**config.mk**
```make
export PLATFORM = sky130hd
export DESIGN_NAME = trap_unit_top
export DESIGN_NICKNAME = d
export VERILOG_FILES = /design/src/trap_pkg.sv /design/src/csr_trap_if.sv /design/src/irq_prio.sv /design/src/trap_ctrl.sv /design/src/machine_csr.sv /design/src/trap_unit_top.sv
export VERILOG_INCLUDE_DIRS = /design/src
export SDC_FILE = /design/constraint.sdc
export NUM_CORES = 1
export LEC_CHECK = 0
export ABC_AREA = 1
export BUFFER_PORTS_ARGS = -buffer_cell sky130_fd_sc_hd__buf_2
export CAP_MARGIN = 20
export CORE_ASPECT_RATIO = 0.7
export CORE_UTILIZATION = 35
export CTS_CLUSTER_SIZE = 10
export DETAILED_ROUTE_END_ITERATION = 8
export PLACE_DENSITY = 0.64
export SYNTH_ARGS = -nofsm -noshare
export SYNTH_HDL_FRONTEND = slang
export SYNTH_SLANG_ARGS = --single-unit
```
**constraint.sdc**
```tcl
create_clock -name clk -period 5.9 [get_ports clk]
set_input_delay 1.18 -clock clk [delete_from_list [all_inputs] [get_ports clk]]
set_output_delay 1.18 -clock clk [all_outputs]
set_load 0.02 [all_outputs]
```
**src/trap_config.svh**
```systemverilog
// rv32 machine-mode only; mtvec is always used as a base plus fixed offsets, no vectored mode
`ifndef TRAP_CONFIG_SVH
`define TRAP_CONFIG_SVH

`define TRAP_RESET_ADDR       32'h0000_0000

`define TRAP_CSR_MSTATUS      12'h300
`define TRAP_CSR_MIE          12'h304
`define TRAP_CSR_MTVEC        12'h305
`define TRAP_CSR_MEPC         12'h341
`define TRAP_CSR_MCAUSE       12'h342
`define TRAP_CSR_DCSR         12'h7B0
`define TRAP_CSR_DPC          12'h7B1

`define TRAP_CAUSE_EXTERNAL   {1'b1, 31'd11}
`define TRAP_CAUSE_SOFTWARE   {1'b1, 31'd3}
`define TRAP_CAUSE_TIMER      {1'b1, 31'd7}
`define TRAP_CAUSE_ECALL      {1'b0, 31'd11}
`define TRAP_CAUSE_FAST_BASE  32'h8000_0010  // fast index goes in bits 3:0

`define TRAP_OFS_ECALL        32'd8
`define TRAP_OFS_EXTERNAL     32'd32
`define TRAP_OFS_SOFTWARE     32'd36
`define TRAP_OFS_TIMER        32'd40
`define TRAP_OFS_FAST_BASE    32'd44  // plus 4 per fast index

`define TRAP_MIE_MEIE         11
`define TRAP_MIE_MSIE         3
`define TRAP_MIE_MTIE         7
`define TRAP_MSTATUS_MIE      3
`define TRAP_DCSR_STEP        2

`endif

```
**src/trap_pkg.sv**
```systemverilog
// types only; widths fixed by rv32, dcsr cause occupies dcsr bits 8:6
`default_nettype none

package trap_pkg;

    typedef logic [31:0] word_t;      // data or address word
    typedef logic [11:0] csr_addr_t;  // csr address space

    // debug entry cause as stored in dcsr
    typedef enum logic [2:0] {
        NONE    = 3'd0,
        EBREAK  = 3'd1,
        TRIGGER = 3'd2,
        DBGREQ  = 3'd3,
        STEP    = 3'd4,
        HALT    = 3'd5
    } dbg_cause_e;

    // trap sequencer states
    typedef enum logic [2:0] {
        IDLE,
        W_MSTATUS,
        W_MEPC,
        W_DCSR,
        ASSERT
    } trap_state_e;

endpackage

`default_nettype wire

```
**src/csr_trap_if.sv**
```systemverilog
// csr values are combinational from the register file; a trap write lands on the next clock edge
`timescale 1ns/100ps
`default_nettype none

interface csr_trap_if;
    import trap_pkg::*;

    word_t     mtvec;       // trap vector base
    word_t     mepc;
    word_t     mstatus;
    word_t     dpc;
    word_t     dcsr;
    logic      trap_we;     // one write per cycle
    csr_addr_t trap_waddr;
    word_t     trap_wdata;

    modport csr_side  (output mtvec, mepc, mstatus, dpc, dcsr,
                       input  trap_we, trap_waddr, trap_wdata);

    modport trap_side (input  mtvec, mepc, mstatus, dpc, dcsr,
                       output trap_we, trap_waddr, trap_wdata);

endinterface

`default_nettype wire

```
**src/irq_prio.sv**
```systemverilog
// purely combinational; fast irqs ignore mie, mstatus.MIE and debug gating happen in trap_ctrl
`timescale 1ns/100ps
`default_nettype none
`include "trap_config.svh"

module irq_prio (
    input  logic            irq_software_i,
    input  logic            irq_timer_i,
    input  logic            irq_external_i,
    input  logic [14:0]     irq_fast_i,
    input  trap_pkg::word_t mie_i,
    output logic            irq_req_o,
    output trap_pkg::word_t irq_cause_o,
    output trap_pkg::word_t irq_offset_o
);
    import trap_pkg::*;

    logic       fast_hit;
    logic [3:0] fast_idx;

    // scan downwards so the lowest set line is the one kept
    always_comb begin
        fast_hit = 1'b0;
        fast_idx = 4'd0;
        for (int i = 14; i >= 0; i--) begin
            if (irq_fast_i[i]) begin
                fast_hit = 1'b1;
                fast_idx = 4'(i);
            end
        end
    end

    always_comb begin
        irq_req_o    = 1'b1;
        irq_cause_o  = '0;
        irq_offset_o = '0;
        if (fast_hit) begin
            irq_cause_o  = `TRAP_CAUSE_FAST_BASE | {28'd0, fast_idx};
            irq_offset_o = `TRAP_OFS_FAST_BASE + {26'd0, fast_idx, 2'b00};
        end else if (irq_external_i && mie_i[`TRAP_MIE_MEIE]) begin
            irq_cause_o  = `TRAP_CAUSE_EXTERNAL;
            irq_offset_o = `TRAP_OFS_EXTERNAL;
        end else if (irq_software_i && mie_i[`TRAP_MIE_MSIE]) begin
            irq_cause_o  = `TRAP_CAUSE_SOFTWARE;
            irq_offset_o = `TRAP_OFS_SOFTWARE;
        end else if (irq_timer_i && mie_i[`TRAP_MIE_MTIE]) begin
            irq_cause_o  = `TRAP_CAUSE_TIMER;
            irq_offset_o = `TRAP_OFS_TIMER;
        end else begin
            irq_req_o    = 1'b0;  // nothing pending or enabled
        end
    end

endmodule

`default_nettype wire

```
**src/trap_ctrl.sv**
```systemverilog
// requests sampled only in IDLE with inst_valid_i; no back-pressure, caller waits for int_assert_o
`timescale 1ns/100ps
`default_nettype none
`include "trap_config.svh"

module trap_ctrl (
    input  logic            clk,
    input  logic            rst_n,
    input  logic            inst_valid_i,
    input  logic            inst_ecall_i,
    input  logic            inst_ebreak_i,
    input  logic            inst_mret_i,
    input  logic            inst_dret_i,
    input  trap_pkg::word_t inst_addr_i,
    input  logic            irq_req_i,
    input  trap_pkg::word_t irq_cause_i,
    input  trap_pkg::word_t irq_offset_i,
    input  logic            trigger_match_i,
    input  logic            debug_req_i,
    input  trap_pkg::word_t debug_halt_addr_i,
    csr_trap_if.trap_side   csr_if,
    output logic            stall_o,
    output logic            int_assert_o,
    output logic            debug_mode_o,
    output trap_pkg::word_t int_addr_o
);
    import trap_pkg::*;

    trap_state_e state_q, state_d;
    logic        debug_mode_q, debug_mode_d;
    word_t       assert_addr_q, assert_addr_d;  // redirect target
    word_t       return_addr_q;                 // becomes mepc
    dbg_cause_e  dcsr_cause_q, dcsr_cause_d;

    logic  in_idle;
    logic  ecall_take;
    logic  irq_take;
    logic  trap_take;
    logic  dbg_take;
    logic  mret_take;
    logic  dret_take;
    word_t trap_cause;
    word_t trap_offset;

    assign in_idle    = (state_q == IDLE);
    assign ecall_take = inst_valid_i & inst_ecall_i & ~debug_mode_q;
    assign irq_take   = inst_valid_i & irq_req_i & ~debug_mode_q
                      & csr_if.mstatus[`TRAP_MSTATUS_MIE];
    assign trap_take  = ecall_take | irq_take;
    assign mret_take  = inst_valid_i & inst_mret_i;
    assign dret_take  = inst_valid_i & inst_dret_i;

    // ecall outranks any pending interrupt
    assign trap_cause  = ecall_take ? `TRAP_CAUSE_ECALL : irq_cause_i;
    assign trap_offset = ecall_take ? `TRAP_OFS_ECALL : irq_offset_i;

    // debug entry causes, highest first
    always_comb begin
        dcsr_cause_d = NONE;
        if (inst_valid_i) begin
            if (trigger_match_i && !debug_mode_q) begin
                dcsr_cause_d = TRIGGER;
            end else if (inst_ebreak_i) begin
                dcsr_cause_d = EBREAK;
            end else if (debug_req_i && !debug_mode_q
                         && inst_addr_i == `TRAP_RESET_ADDR) begin
                dcsr_cause_d = HALT;
            end else if (debug_req_i && !debug_mode_q) begin
                dcsr_cause_d = DBGREQ;
            end else if (csr_if.dcsr[`TRAP_DCSR_STEP] && !debug_mode_q) begin
                dcsr_cause_d = STEP;
            end
        end
    end

    assign dbg_take = (dcsr_cause_d != NONE);

    always_comb begin
        state_d           = state_q;
        debug_mode_d      = debug_mode_q;
        assert_addr_d     = assert_addr_q;
        csr_if.trap_we    = 1'b0;
        csr_if.trap_waddr = '0;
        csr_if.trap_wdata = '0;
        case (state_q)
            IDLE: begin
                if (trap_take) begin
                    csr_if.trap_we    = 1'b1;
                    csr_if.trap_waddr = `TRAP_CSR_MCAUSE;
                    csr_if.trap_wdata = trap_cause;
                    assert_addr_d     = csr_if.mtvec + trap_offset;
                    state_d           = W_MSTATUS;
                end else if (dbg_take) begin
                    debug_mode_d  = 1'b1;
                    assert_addr_d = debug_halt_addr_i;
                    if (dcsr_cause_d == EBREAK) begin
                        state_d = ASSERT;  // dpc and dcsr left alone
                    end else begin
                        csr_if.trap_we    = 1'b1;
                        csr_if.trap_waddr = `TRAP_CSR_DPC;
                        csr_if.trap_wdata = inst_addr_i;  // halt only fires at the reset address
                        state_d           = W_DCSR;
                    end
                end else if (mret_take) begin
                    csr_if.trap_we    = 1'b1;
                    csr_if.trap_waddr = `TRAP_CSR_MSTATUS;
                    csr_if.trap_wdata = csr_if.mstatus;
                    csr_if.trap_wdata[`TRAP_MSTATUS_MIE] = 1'b1;  // re-enable irqs
                    assert_addr_d     = csr_if.mepc;
                    state_d           = ASSERT;
                end else if (dret_take) begin
                    debug_mode_d  = 1'b0;
                    assert_addr_d = csr_if.dpc;
                    state_d       = ASSERT;
                end
            end
            W_MSTATUS: begin
                csr_if.trap_we    = 1'b1;
                csr_if.trap_waddr = `TRAP_CSR_MSTATUS;
                csr_if.trap_wdata = csr_if.mstatus;
                csr_if.trap_wdata[`TRAP_MSTATUS_MIE] = 1'b0;  // mask further irqs
                state_d           = W_MEPC;
            end
            W_MEPC: begin
                csr_if.trap_we    = 1'b1;
                csr_if.trap_waddr = `TRAP_CSR_MEPC;
                csr_if.trap_wdata = return_addr_q;
                state_d           = ASSERT;
            end
            W_DCSR: begin
                csr_if.trap_we    = 1'b1;
                csr_if.trap_waddr = `TRAP_CSR_DCSR;
                csr_if.trap_wdata = {csr_if.dcsr[31:9], dcsr_cause_q, csr_if.dcsr[5:0]};
                state_d           = ASSERT;
            end
            ASSERT: begin
                state_d = IDLE;
            end
            default: begin
                state_d = IDLE;
            end
        endcase
    end

    always_ff @(posedge clk or negedge rst_n) begin
        if (!rst_n) begin
            state_q      <= IDLE;
            debug_mode_q <= 1'b0;
        end else begin
            state_q      <= state_d;
            debug_mode_q <= debug_mode_d;
        end
    end

    always_ff @(posedge clk) begin
        assert_addr_q <= assert_addr_d;
        if (in_idle && trap_take) begin
            return_addr_q <= inst_addr_i;
        end
        if (in_idle && dbg_take) begin
            dcsr_cause_q <= dcsr_cause_d;  // used one cycle later in W_DCSR
        end
    end

    // busy in the request cycle and every write state, released in ASSERT
    assign stall_o = (in_idle & (trap_take | dbg_take | mret_take | dret_take))
                   | (state_q == W_MSTATUS) | (state_q == W_MEPC) | (state_q == W_DCSR);

    assign int_assert_o = (state_q == ASSERT);
    assign int_addr_o   = assert_addr_q;
    assign debug_mode_o = debug_mode_q;

endmodule

`default_nettype wire

```
**src/machine_csr.sv**
```systemverilog
// trap write beats a same-cycle software write; unknown addresses ignore writes and read as 0
`timescale 1ns/100ps
`default_nettype none
`include "trap_config.svh"

module machine_csr (
    input  logic                clk,
    input  logic                rst_n,
    csr_trap_if.csr_side        csr_if,
    input  logic                sw_we_i,
    input  trap_pkg::csr_addr_t sw_waddr_i,
    input  trap_pkg::word_t     sw_wdata_i,
    input  trap_pkg::csr_addr_t rd_addr_i,
    output trap_pkg::word_t     rd_data_o,
    output trap_pkg::word_t     mie_o
);
    import trap_pkg::*;

    word_t mtvec_q;
    word_t mepc_q;
    word_t mcause_q;
    word_t mstatus_q;
    word_t mie_q;
    word_t dpc_q;
    word_t dcsr_q;

    logic      we;
    csr_addr_t waddr;
    word_t     wdata;

    assign we    = csr_if.trap_we | sw_we_i;
    assign waddr = csr_if.trap_we ? csr_if.trap_waddr : sw_waddr_i;  // trap side first
    assign wdata = csr_if.trap_we ? csr_if.trap_wdata : sw_wdata_i;

    always_ff @(posedge clk or negedge rst_n) begin
        if (!rst_n) begin
            mtvec_q   <= '0;
            mepc_q    <= '0;
            mcause_q  <= '0;
            mstatus_q <= '0;
            mie_q     <= '0;
            dpc_q     <= '0;
            dcsr_q    <= '0;
        end else if (we) begin
            case (waddr)
                `TRAP_CSR_MTVEC:   mtvec_q   <= wdata;
                `TRAP_CSR_MEPC:    mepc_q    <= wdata;
                `TRAP_CSR_MCAUSE:  mcause_q  <= wdata;
                `TRAP_CSR_MSTATUS: mstatus_q <= wdata;
                `TRAP_CSR_MIE:     mie_q     <= wdata;
                `TRAP_CSR_DPC:     dpc_q     <= wdata;
                `TRAP_CSR_DCSR:    dcsr_q    <= wdata;
                default: ;  // unmapped, dropped
            endcase
        end
    end

    // read port, same cycle
    always_comb begin
        case (rd_addr_i)
            `TRAP_CSR_MTVEC:   rd_data_o = mtvec_q;
            `TRAP_CSR_MEPC:    rd_data_o = mepc_q;
            `TRAP_CSR_MCAUSE:  rd_data_o = mcause_q;
            `TRAP_CSR_MSTATUS: rd_data_o = mstatus_q;
            `TRAP_CSR_MIE:     rd_data_o = mie_q;
            `TRAP_CSR_DPC:     rd_data_o = dpc_q;
            `TRAP_CSR_DCSR:    rd_data_o = dcsr_q;
            default:           rd_data_o = '0;
        endcase
    end

    assign csr_if.mtvec   = mtvec_q;
    assign csr_if.mepc    = mepc_q;
    assign csr_if.mstatus = mstatus_q;
    assign csr_if.dpc     = dpc_q;
    assign csr_if.dcsr    = dcsr_q;
    assign mie_o          = mie_q;

endmodule

`default_nettype wire

```
**src/trap_unit_top.sv**
```systemverilog
// one instruction in flight; drive the next only after int_assert_o, all strobes one cycle wide
`timescale 1ns/100ps
`default_nettype none

module trap_unit_top (
    input  logic                clk,
    input  logic                rst_n,
    input  logic                inst_valid_i,
    input  logic                inst_ecall_i,
    input  logic                inst_ebreak_i,
    input  logic                inst_mret_i,
    input  logic                inst_dret_i,
    input  trap_pkg::word_t     inst_addr_i,
    input  logic                irq_software_i,
    input  logic                irq_timer_i,
    input  logic                irq_external_i,
    input  logic [14:0]         irq_fast_i,
    input  logic                trigger_match_i,
    input  logic                debug_req_i,
    input  trap_pkg::word_t     debug_halt_addr_i,
    input  logic                csr_wr_en_i,
    input  trap_pkg::csr_addr_t csr_wr_addr_i,
    input  trap_pkg::word_t     csr_wr_data_i,
    input  trap_pkg::csr_addr_t csr_rd_addr_i,
    output trap_pkg::word_t     csr_rd_data_o,
    output logic                stall_o,
    output logic                int_assert_o,
    output trap_pkg::word_t     int_addr_o,
    output logic                debug_mode_o
);
    import trap_pkg::*;

    word_t mie;         // straight from the csr file
    logic  irq_req;
    word_t irq_cause;
    word_t irq_offset;

    csr_trap_if csr_bus ();

    irq_prio u_irq_prio (
        .irq_software_i (irq_software_i),
        .irq_timer_i    (irq_timer_i),
        .irq_external_i (irq_external_i),
        .irq_fast_i     (irq_fast_i),
        .mie_i          (mie),
        .irq_req_o      (irq_req),
        .irq_cause_o    (irq_cause),
        .irq_offset_o   (irq_offset)
    );

    trap_ctrl u_trap_ctrl (
        .clk               (clk),
        .rst_n             (rst_n),
        .inst_valid_i      (inst_valid_i),
        .inst_ecall_i      (inst_ecall_i),
        .inst_ebreak_i     (inst_ebreak_i),
        .inst_mret_i       (inst_mret_i),
        .inst_dret_i       (inst_dret_i),
        .inst_addr_i       (inst_addr_i),
        .irq_req_i         (irq_req),
        .irq_cause_i       (irq_cause),
        .irq_offset_i      (irq_offset),
        .trigger_match_i   (trigger_match_i),
        .debug_req_i       (debug_req_i),
        .debug_halt_addr_i (debug_halt_addr_i),
        .csr_if            (csr_bus.trap_side),
        .stall_o           (stall_o),
        .int_assert_o      (int_assert_o),
        .debug_mode_o      (debug_mode_o),
        .int_addr_o        (int_addr_o)
    );

    machine_csr u_machine_csr (
        .clk        (clk),
        .rst_n      (rst_n),
        .csr_if     (csr_bus.csr_side),
        .sw_we_i    (csr_wr_en_i),
        .sw_waddr_i (csr_wr_addr_i),
        .sw_wdata_i (csr_wr_data_i),
        .rd_addr_i  (csr_rd_addr_i),
        .rd_data_o  (csr_rd_data_o),
        .mie_o      (mie)
    );

endmodule

`default_nettype wire

```
Word level (Yosys, flattened, before mapping). Cells that the tools add are included.

Register bits after elaboration: 295. Input port bits: 148. Output and inout port bits: 67. Word-level logic and storage cells: 160.

Add/subtract/negate cells: 2. Equal/unequal tests: 21. Multiplexer cells: 81. Bitwise logic cells: 18. Reductions and logical operators: 26.

Operators with widths (number): two-way mux 32 bit (18); case mux 32 bit (7 select lines) (1); case mux 32 bit (4 select lines) (1); == test 12 x 10 -> 1 bit (second input constant) (10); two-way mux 4 bit (15); == test 12 x 11 -> 1 bit (second input constant) (4); case mux 12 bit (4 select lines) (1); two-way mux 12 bit (3); two-way mux 3 bit (11); adder 32 bit (1); logical NOT 32 bit (1); two-way mux 1 bit (26); AND reduction 2 bit (8); two-way mux 11 bit (1); two-way mux 10 bit (1); logical AND 1 bit (9); case mux 3 bit (3 select lines) (1); bitwise AND 1 bit (8); OR 1 bit (8); adder 6 x 6 -> 7 bit (first input constant) (1); == test 3 x 1 -> 1 bit (second input constant) (2); == test 3 x 2 -> 1 bit (second input constant) (2); two-way mux 6 bit (1); inequality test 5 bit (second input constant) (1); other kinds (12) (13).

Logic depth before layout (Yosys ltp).
Depth in word-level cells: 27. Depth in mapped cells: 32. Mapped depth without buffers: 32.

Cells and area by module. Synthesis repeated with hierarchy kept, for this count alone.

Cells, all modules: 3046. Area total of the unflattened synthesis: 20149.3 µm².

Modules (own cells, without submodules): machine_csr (instances 1, cells an instance 1684, area an instance 11802.6 µm², seq. area each 5605.4 µm²); trap_ctrl (instances 1, cells an instance 1224, area an instance 7562.3 µm², seq. area each 2112.0 µm²); irq_prio (instances 1, cells an instance 138, area an instance 784.5 µm², seq. area each 0.0 µm²).

Worst setup path after synthesis. OpenSTA, ideal clock, no wires.

Path kind: input -> register. Start: input irq_fast_i[12]. End: register u_trap_ctrl.assert_addr_q[30], in the netlist u_trap_ctrl.int_addr_o[30] (data pin). Setup time: 253 ps. Arrival: 4105 ps. Data required time: 5647 ps. Setup slack: 1543 ps. Stages on the path: 32. Path buffers: 0. Cell sequence: inv_1 > nand2_1 > nand2_1 > nand2_1 > nand2_1 > nand2_1 > nand2_1 > nand2_1 > nand2_1 > nand2_1 > nand2_1 > nand2_1 > nand2_1 > nand2_1 > ha_1 > or2_2 > nand2_1 > a21oi_1 > ha_1 > nand3_1 > nand2_1 > a21oi_1 > nor3_1 > nand2_1 > nor2_1 > nand2_1 > inv_1 > nand2_1 > nor2_1 > xor2_1 > nand2_1 > nand2_1.

Cells in the longest elaborated chain, start to end: 19. Elaborated cells on any way between the ends: 36. Those cells by class: add/sub (2); mux (30); bitwise (4).

RTL lines: start, declared (line trap_unit_top.sv:17) `input logic [14:0] irq_fast_i,`; parallel branches: the longest is 18 deep, another holds two-way mux 4 bit; two-way mux 32 bit * (line trap_ctrl.sv:87) `if (trap_take) begin`; end signal, assigned (line trap_ctrl.sv:156) `assert_addr_q <= assert_addr_d;`; end, declared (line trap_ctrl.sv:31) `word_t assert_addr_q, assert_addr_d;`.

Every way passes the cells marked *. A chain may end at the register's enable or synchronous reset.

Worst setup path in the final report.
Start: input inst_addr_i[27]. End: output stall_o.

Cells in the longest elaborated chain, start to end: 14.

RTL lines: start, declared (line trap_unit_top.sv:13) `input trap_pkg::word_t inst_addr_i,`; logical NOT 32 bit (no source line); logical AND 1 bit (no source line); two-way mux 3 bit (line trap_ctrl.sv:65) `end else if (debug_req_i && !debug_mode_q`; two-way mux 3 bit (line trap_ctrl.sv:63) `end else if (inst_ebreak_i) begin`; two-way mux 3 bit (line trap_ctrl.sv:61) `if (trigger_match_i && !debug_mode_q) begin`; two-way mux 3 bit (line trap_ctrl.sv:60) `if (inst_valid_i) begin`; nonzero test 3 bit (line trap_ctrl.sv:76) `assign dbg_take = (dcsr_cause_d != NONE);`; OR 1 bit (3 in a row) (line trap_ctrl.sv:166) `assign stall_o = (in_idle & (trap_take | dbg_take | mret_take | dret_take))`; bitwise AND 1 bit (line trap_ctrl.sv:166); OR 1 bit (3 in a row) (line trap_ctrl.sv:167) `| (state_q == W_MSTATUS) | (state_q == W_MEPC) | (state_q == W_DCSR);`; end, declared (line trap_unit_top.sv:26) `output logic stall_o,`.

Every way passes these cells.

==> flow_summary.json <==
{
  "grt_pass1_vias": 15900,
  "grt_max_degree": 125,
  "synth_cell_types": 53,
  "drc": 0,
  "grt.overflow.total": 0,
  "maxSlewHeadroom_pct": 25.7,
  "drive_above_1_share_pct": 14.3,
  "finalCritPeriodShare_pct": 86.1,
  "internal-power_mw": 4.28,
  "reg2reg_from": "u_trap_ctrl.debug_mode_o",
  "synth_top_area_share_pct": 34.3,
  "hold_path.class": "flop to flop",
  "placedCellCount": 2885,
  "yosysTopAreaCell": "dfrtp_1",
  "ys_seq_elements": 295,
  "critical_path_required_ps": 4720,
  "routed_wl_um": 68500,
  "htreeDepth": 2,
  "cts.sinks": 295,
  "dieArea_um2": 48400,
  "die_w_um": 263,
  "setup_tns_ps": 0,
  "syn_area_um2": 16600,
  "skew_ps": 11.8,
  "cp_cell_sequence": "buf_2 > nor2_1 > nand2_1 > nor2_1 > nand2_1 > o21ai_1 > nand2_2 > nand2_1 > nor2_1 > inv_1 > nor3_1 > a21oi_1 > buf_2",
  "clock_latency_ps": 530,
  "setup_viol": 0,
  "grt_pass1_wl_um": 103000,
  "diodes": 0,
  "cts_tree": "yes",
  "synth-async-reset-ratio_pct": 77.3,
  "layout.cells.non_filler": 2944,
  "hold_viol": 0,
  "timing.max_cap.violations": 0,
  "final.min_clock_period_ps": 5080,
  "cts_made_buffers": 36,
  "yosys_warnings": 0,
  "worstPathMaxFanout": 11,
  "postCtsResizedCells": 0,
  "criticalPathCategory": "primary input to output pin",
  "pwr-share-comb_pct": 36.2,
  "p_sw_mw": 3.35,
  "switching_share_pct": 43.9,
  "power.leakage_nw": 9.05,
  "grt_usage_pct": 28.0,
  "rsz0062_at_grt": "false",
  "ctsRootBufferMaster": "clkbuf_16",
  "slowest_stage": "nor3_1",
  "clkPwrFrac_pct": 26.8,
  "synth_nets": 2318,
  "antenna_left": 0,
  "ys.flop_type": "dfrtp_1",
  "seq_power_share_pct": 37.1,
  "postCtsSetupBuffers": 0,
  "whs_endpoint": "u_machine_csr.csr_if.dcsr[8]",
  "ios": 215,
  "irDropWorstVdd_mv": 0.218,
  "ff2ff_path_depth": 14,
  "worst_pin_slew_ps": 1110,
  "place.gp.congestion": 0.934,
  "final_nets": 2466,
  "min_from": "u_machine_csr.csr_if.dcsr[8]",
  "clkTransAtPathRegs_ps": 60,
  "vias_per_cell": 5.79,
  "timing.rr.end": "u_machine_csr.csr_if.mtvec[26]",
  "end_kind": "output pin",
  "status": "complete, no violations",
  "netlist_instances": 2163,
  "synth_edf_count": 67,
  "drt_iter0_drc": 2656,
  "die_h_um": 184,
  "crit_arrival_ps": 3900,
  "num_rows": 66,
  "startpoint_type": "primary input",
  "syn_avg_cell_area_um2": 7.69,
  "slew_viol_final": 0,
  "ctsLongestPathBuffers": 3,
  "post-dp-hpwl_um": 47900,
  "core-area_um2": 46700,
  "cpPeakStageDelay_ps": 590,
  "avgRoutedWirePerCell_um": 23.3,
  "power.total_mw": 7.64,
  "syn_to_final_growth_pct": 15.7,
  "powerDensity_nw_per_um2": 397,
  "hold-worst-slack_ps": 471,
  "hold_depth": 2,
  "fmax_ghz": 0.197,
  "start_util_pct": 35.7,
  "cts_hold_buf": 0,
  "numPortBuffers": 214,
  "yosys-top-cells-area": "dfrtp_1 (34%), nand2_1 (16%), edfxtp_1 (12%)",
  "vias": 17100,
  "drt_first_pass_iters": 5,
  "antenna_found_initial": 1,
  "seq_area_frac_synth_pct": 46.4,
  "rrSetupSlack_ps": 2030
}
kinds of logic (layout without fill, tap and decap cells):
family,after synthesis,count (layout),synth area share [%]
AOI/OAI and AO/OA,251,251,10.4
DFF,295,295,46.4
adders and majority gates,7,7,0.571
buffers and inverters,337,506,8.44
xor gates and xnor gates,21,21,1.11
and+or+nand+nor,1252,1252,33.1
registers in the layout (all words and copies together) (netlist names):
register                      cells
u_machine_csr.csr_if.dcsr        32
u_machine_csr.csr_if.dpc         32
u_machine_csr.csr_if.mepc        32
u_machine_csr.csr_if.mstatus     32
u_machine_csr.csr_if.mtvec       32
u_machine_csr.mcause_q           32
u_machine_csr.mie_o              32
u_trap_ctrl.int_addr_o           32
u_trap_ctrl.return_addr_q        32
u_trap_ctrl.dcsr_cause_q          3
u_trap_ctrl.state_q               3
u_trap_ctrl.debug_mode_o          1
area by class of cell:
cell class | count | area [µm²]
Fill cell | 4737 | 27400
Timing Repair Buffer | 259 | 1440
Sequential cell | 295 | 7720
Clock inverter | 2 | 11.3
Clock buffer | 57 | 1010
Tap cell | 612 | 766
Multi-Input combinational cell | 1531 | 7590
Inverter | 188 | 706
layout by cell type, fill, tap and decap left out, types with 2 or more instances in the layout:
master	synthesis	routed
a211oi_1	8	8
a21oi_1	69	69
a221oi_1	50	50
a22o_1	2	2
a22oi_1	5	5
a31oi_1	8	8
a32o_1	3	3
a32oi_1	12	12
and3_1	3	2
buf_12	0	2
buf_2	64	213
buf_4	14	43
clkbuf_1	64	19
clkbuf_16	0	37
clkinv_1	1	2
dfrtp_1	228	228
edfxtp_1	67	67
ha_1	6	6
inv_1	182	182
inv_2	5	5
nand2_1	728	726
nand2_2	3	5
nand3_1	209	209
nand3b_1	2	2
nand4_1	170	170
nor2_1	103	99
nor2_2	8	4
nor2_4	0	8
nor3_1	10	9
nor4_1	7	5
nor4_2	1	3
o211ai_1	9	9
o21ai_0	28	28
o221ai_1	21	21
o22ai_1	27	27
or2_2	2	2
xnor2_1	9	9
xor2_1	12	12
power by group through the flow:
| stage | Clock [mW] | Combinational, mW | Sequential, mW |
|---|---|---|---|
| after floorplan | 0 | 1.53 | 2.89 |
| after global placement | 0 | 2.63 | 2.84 |
| after detailed placement | 0 | 2.67 | 2.85 |
| after CTS | 2.06 | 2.68 | 2.82 |
| after global routing | 2.15 | 2.94 | 2.87 |
| final | 2.04 | 2.76 | 2.83 |
worst max path at each step:
stage                           startpoint                          to  slack (ps)  depth (start not counted)
after CTS                 csr_rd_addr_i[9]            csr_rd_data_o[0]        1050                         12
after detailed placement    irq_fast_i[12]  u_trap_ctrl.int_addr_o[29]         740                         31
after global placement      irq_fast_i[12]  u_trap_ctrl.int_addr_o[25]         720                         31
after global routing        irq_fast_i[12]  u_trap_ctrl.int_addr_o[29]         730                         31
after floorplan             irq_fast_i[12]  u_trap_ctrl.int_addr_o[30]        1540                         32
final                      inst_addr_i[27]                     stall_o         820                         13
per-stage QoR:
stage                     utilization [%]  instance area, µm²  setup WS (ps)
after floorplan                         -               16600           1540
after global placement               39.1               18200            718
after detailed placement             39.1               18200            739
after CTS                            41.2               19200           1050
after global routing                 41.2               19200            733
final                                41.2               19200            820
per-layer routing:
metal | up-vias | part of all wire [%] | track usage (%)
met1 | 8162 | 45 | 42.2
met5 | - | 0.080 | 0.701
li1 | 7669 | - | -
met3 | 94 | 14 | 10.5
met4 | 4 | 2.3 | 7.08
met2 | 1128 | 38 | 36.5
worst max-delay path, delay by kind of cell:
kind | cells | cell delay [ps]
AOI/OAI and AO/OA | 2 | 250
and+or+nand+nor | 8 | 1640
buffers and inverters | 3 | 830
synth_stat cells (2+ instances only):
library cell  number
nand2_1          728
dfrtp_1          228
nand3_1          209
inv_1            182
nand4_1          170
nor2_1           103
a21oi_1           69
edfxtp_1          67
buf_2             64
clkbuf_1          64
a221oi_1          50
o21ai_0           28
o22ai_1           27
o221ai_1          21
buf_4             14
a32oi_1           12
xor2_1            12
nor3_1            10
o211ai_1           9
xnor2_1            9
a211oi_1           8
a31oi_1            8
nor2_2             8
nor4_1             7
buf_1              6
ha_1               6
a22oi_1            5
inv_2              5
a32o_1             3
and3_1             3
nand2_2            3
a22o_1             2
nand3b_1           2
or2_2              2
No activity file was read; power rests on OpenSTA's default activity.
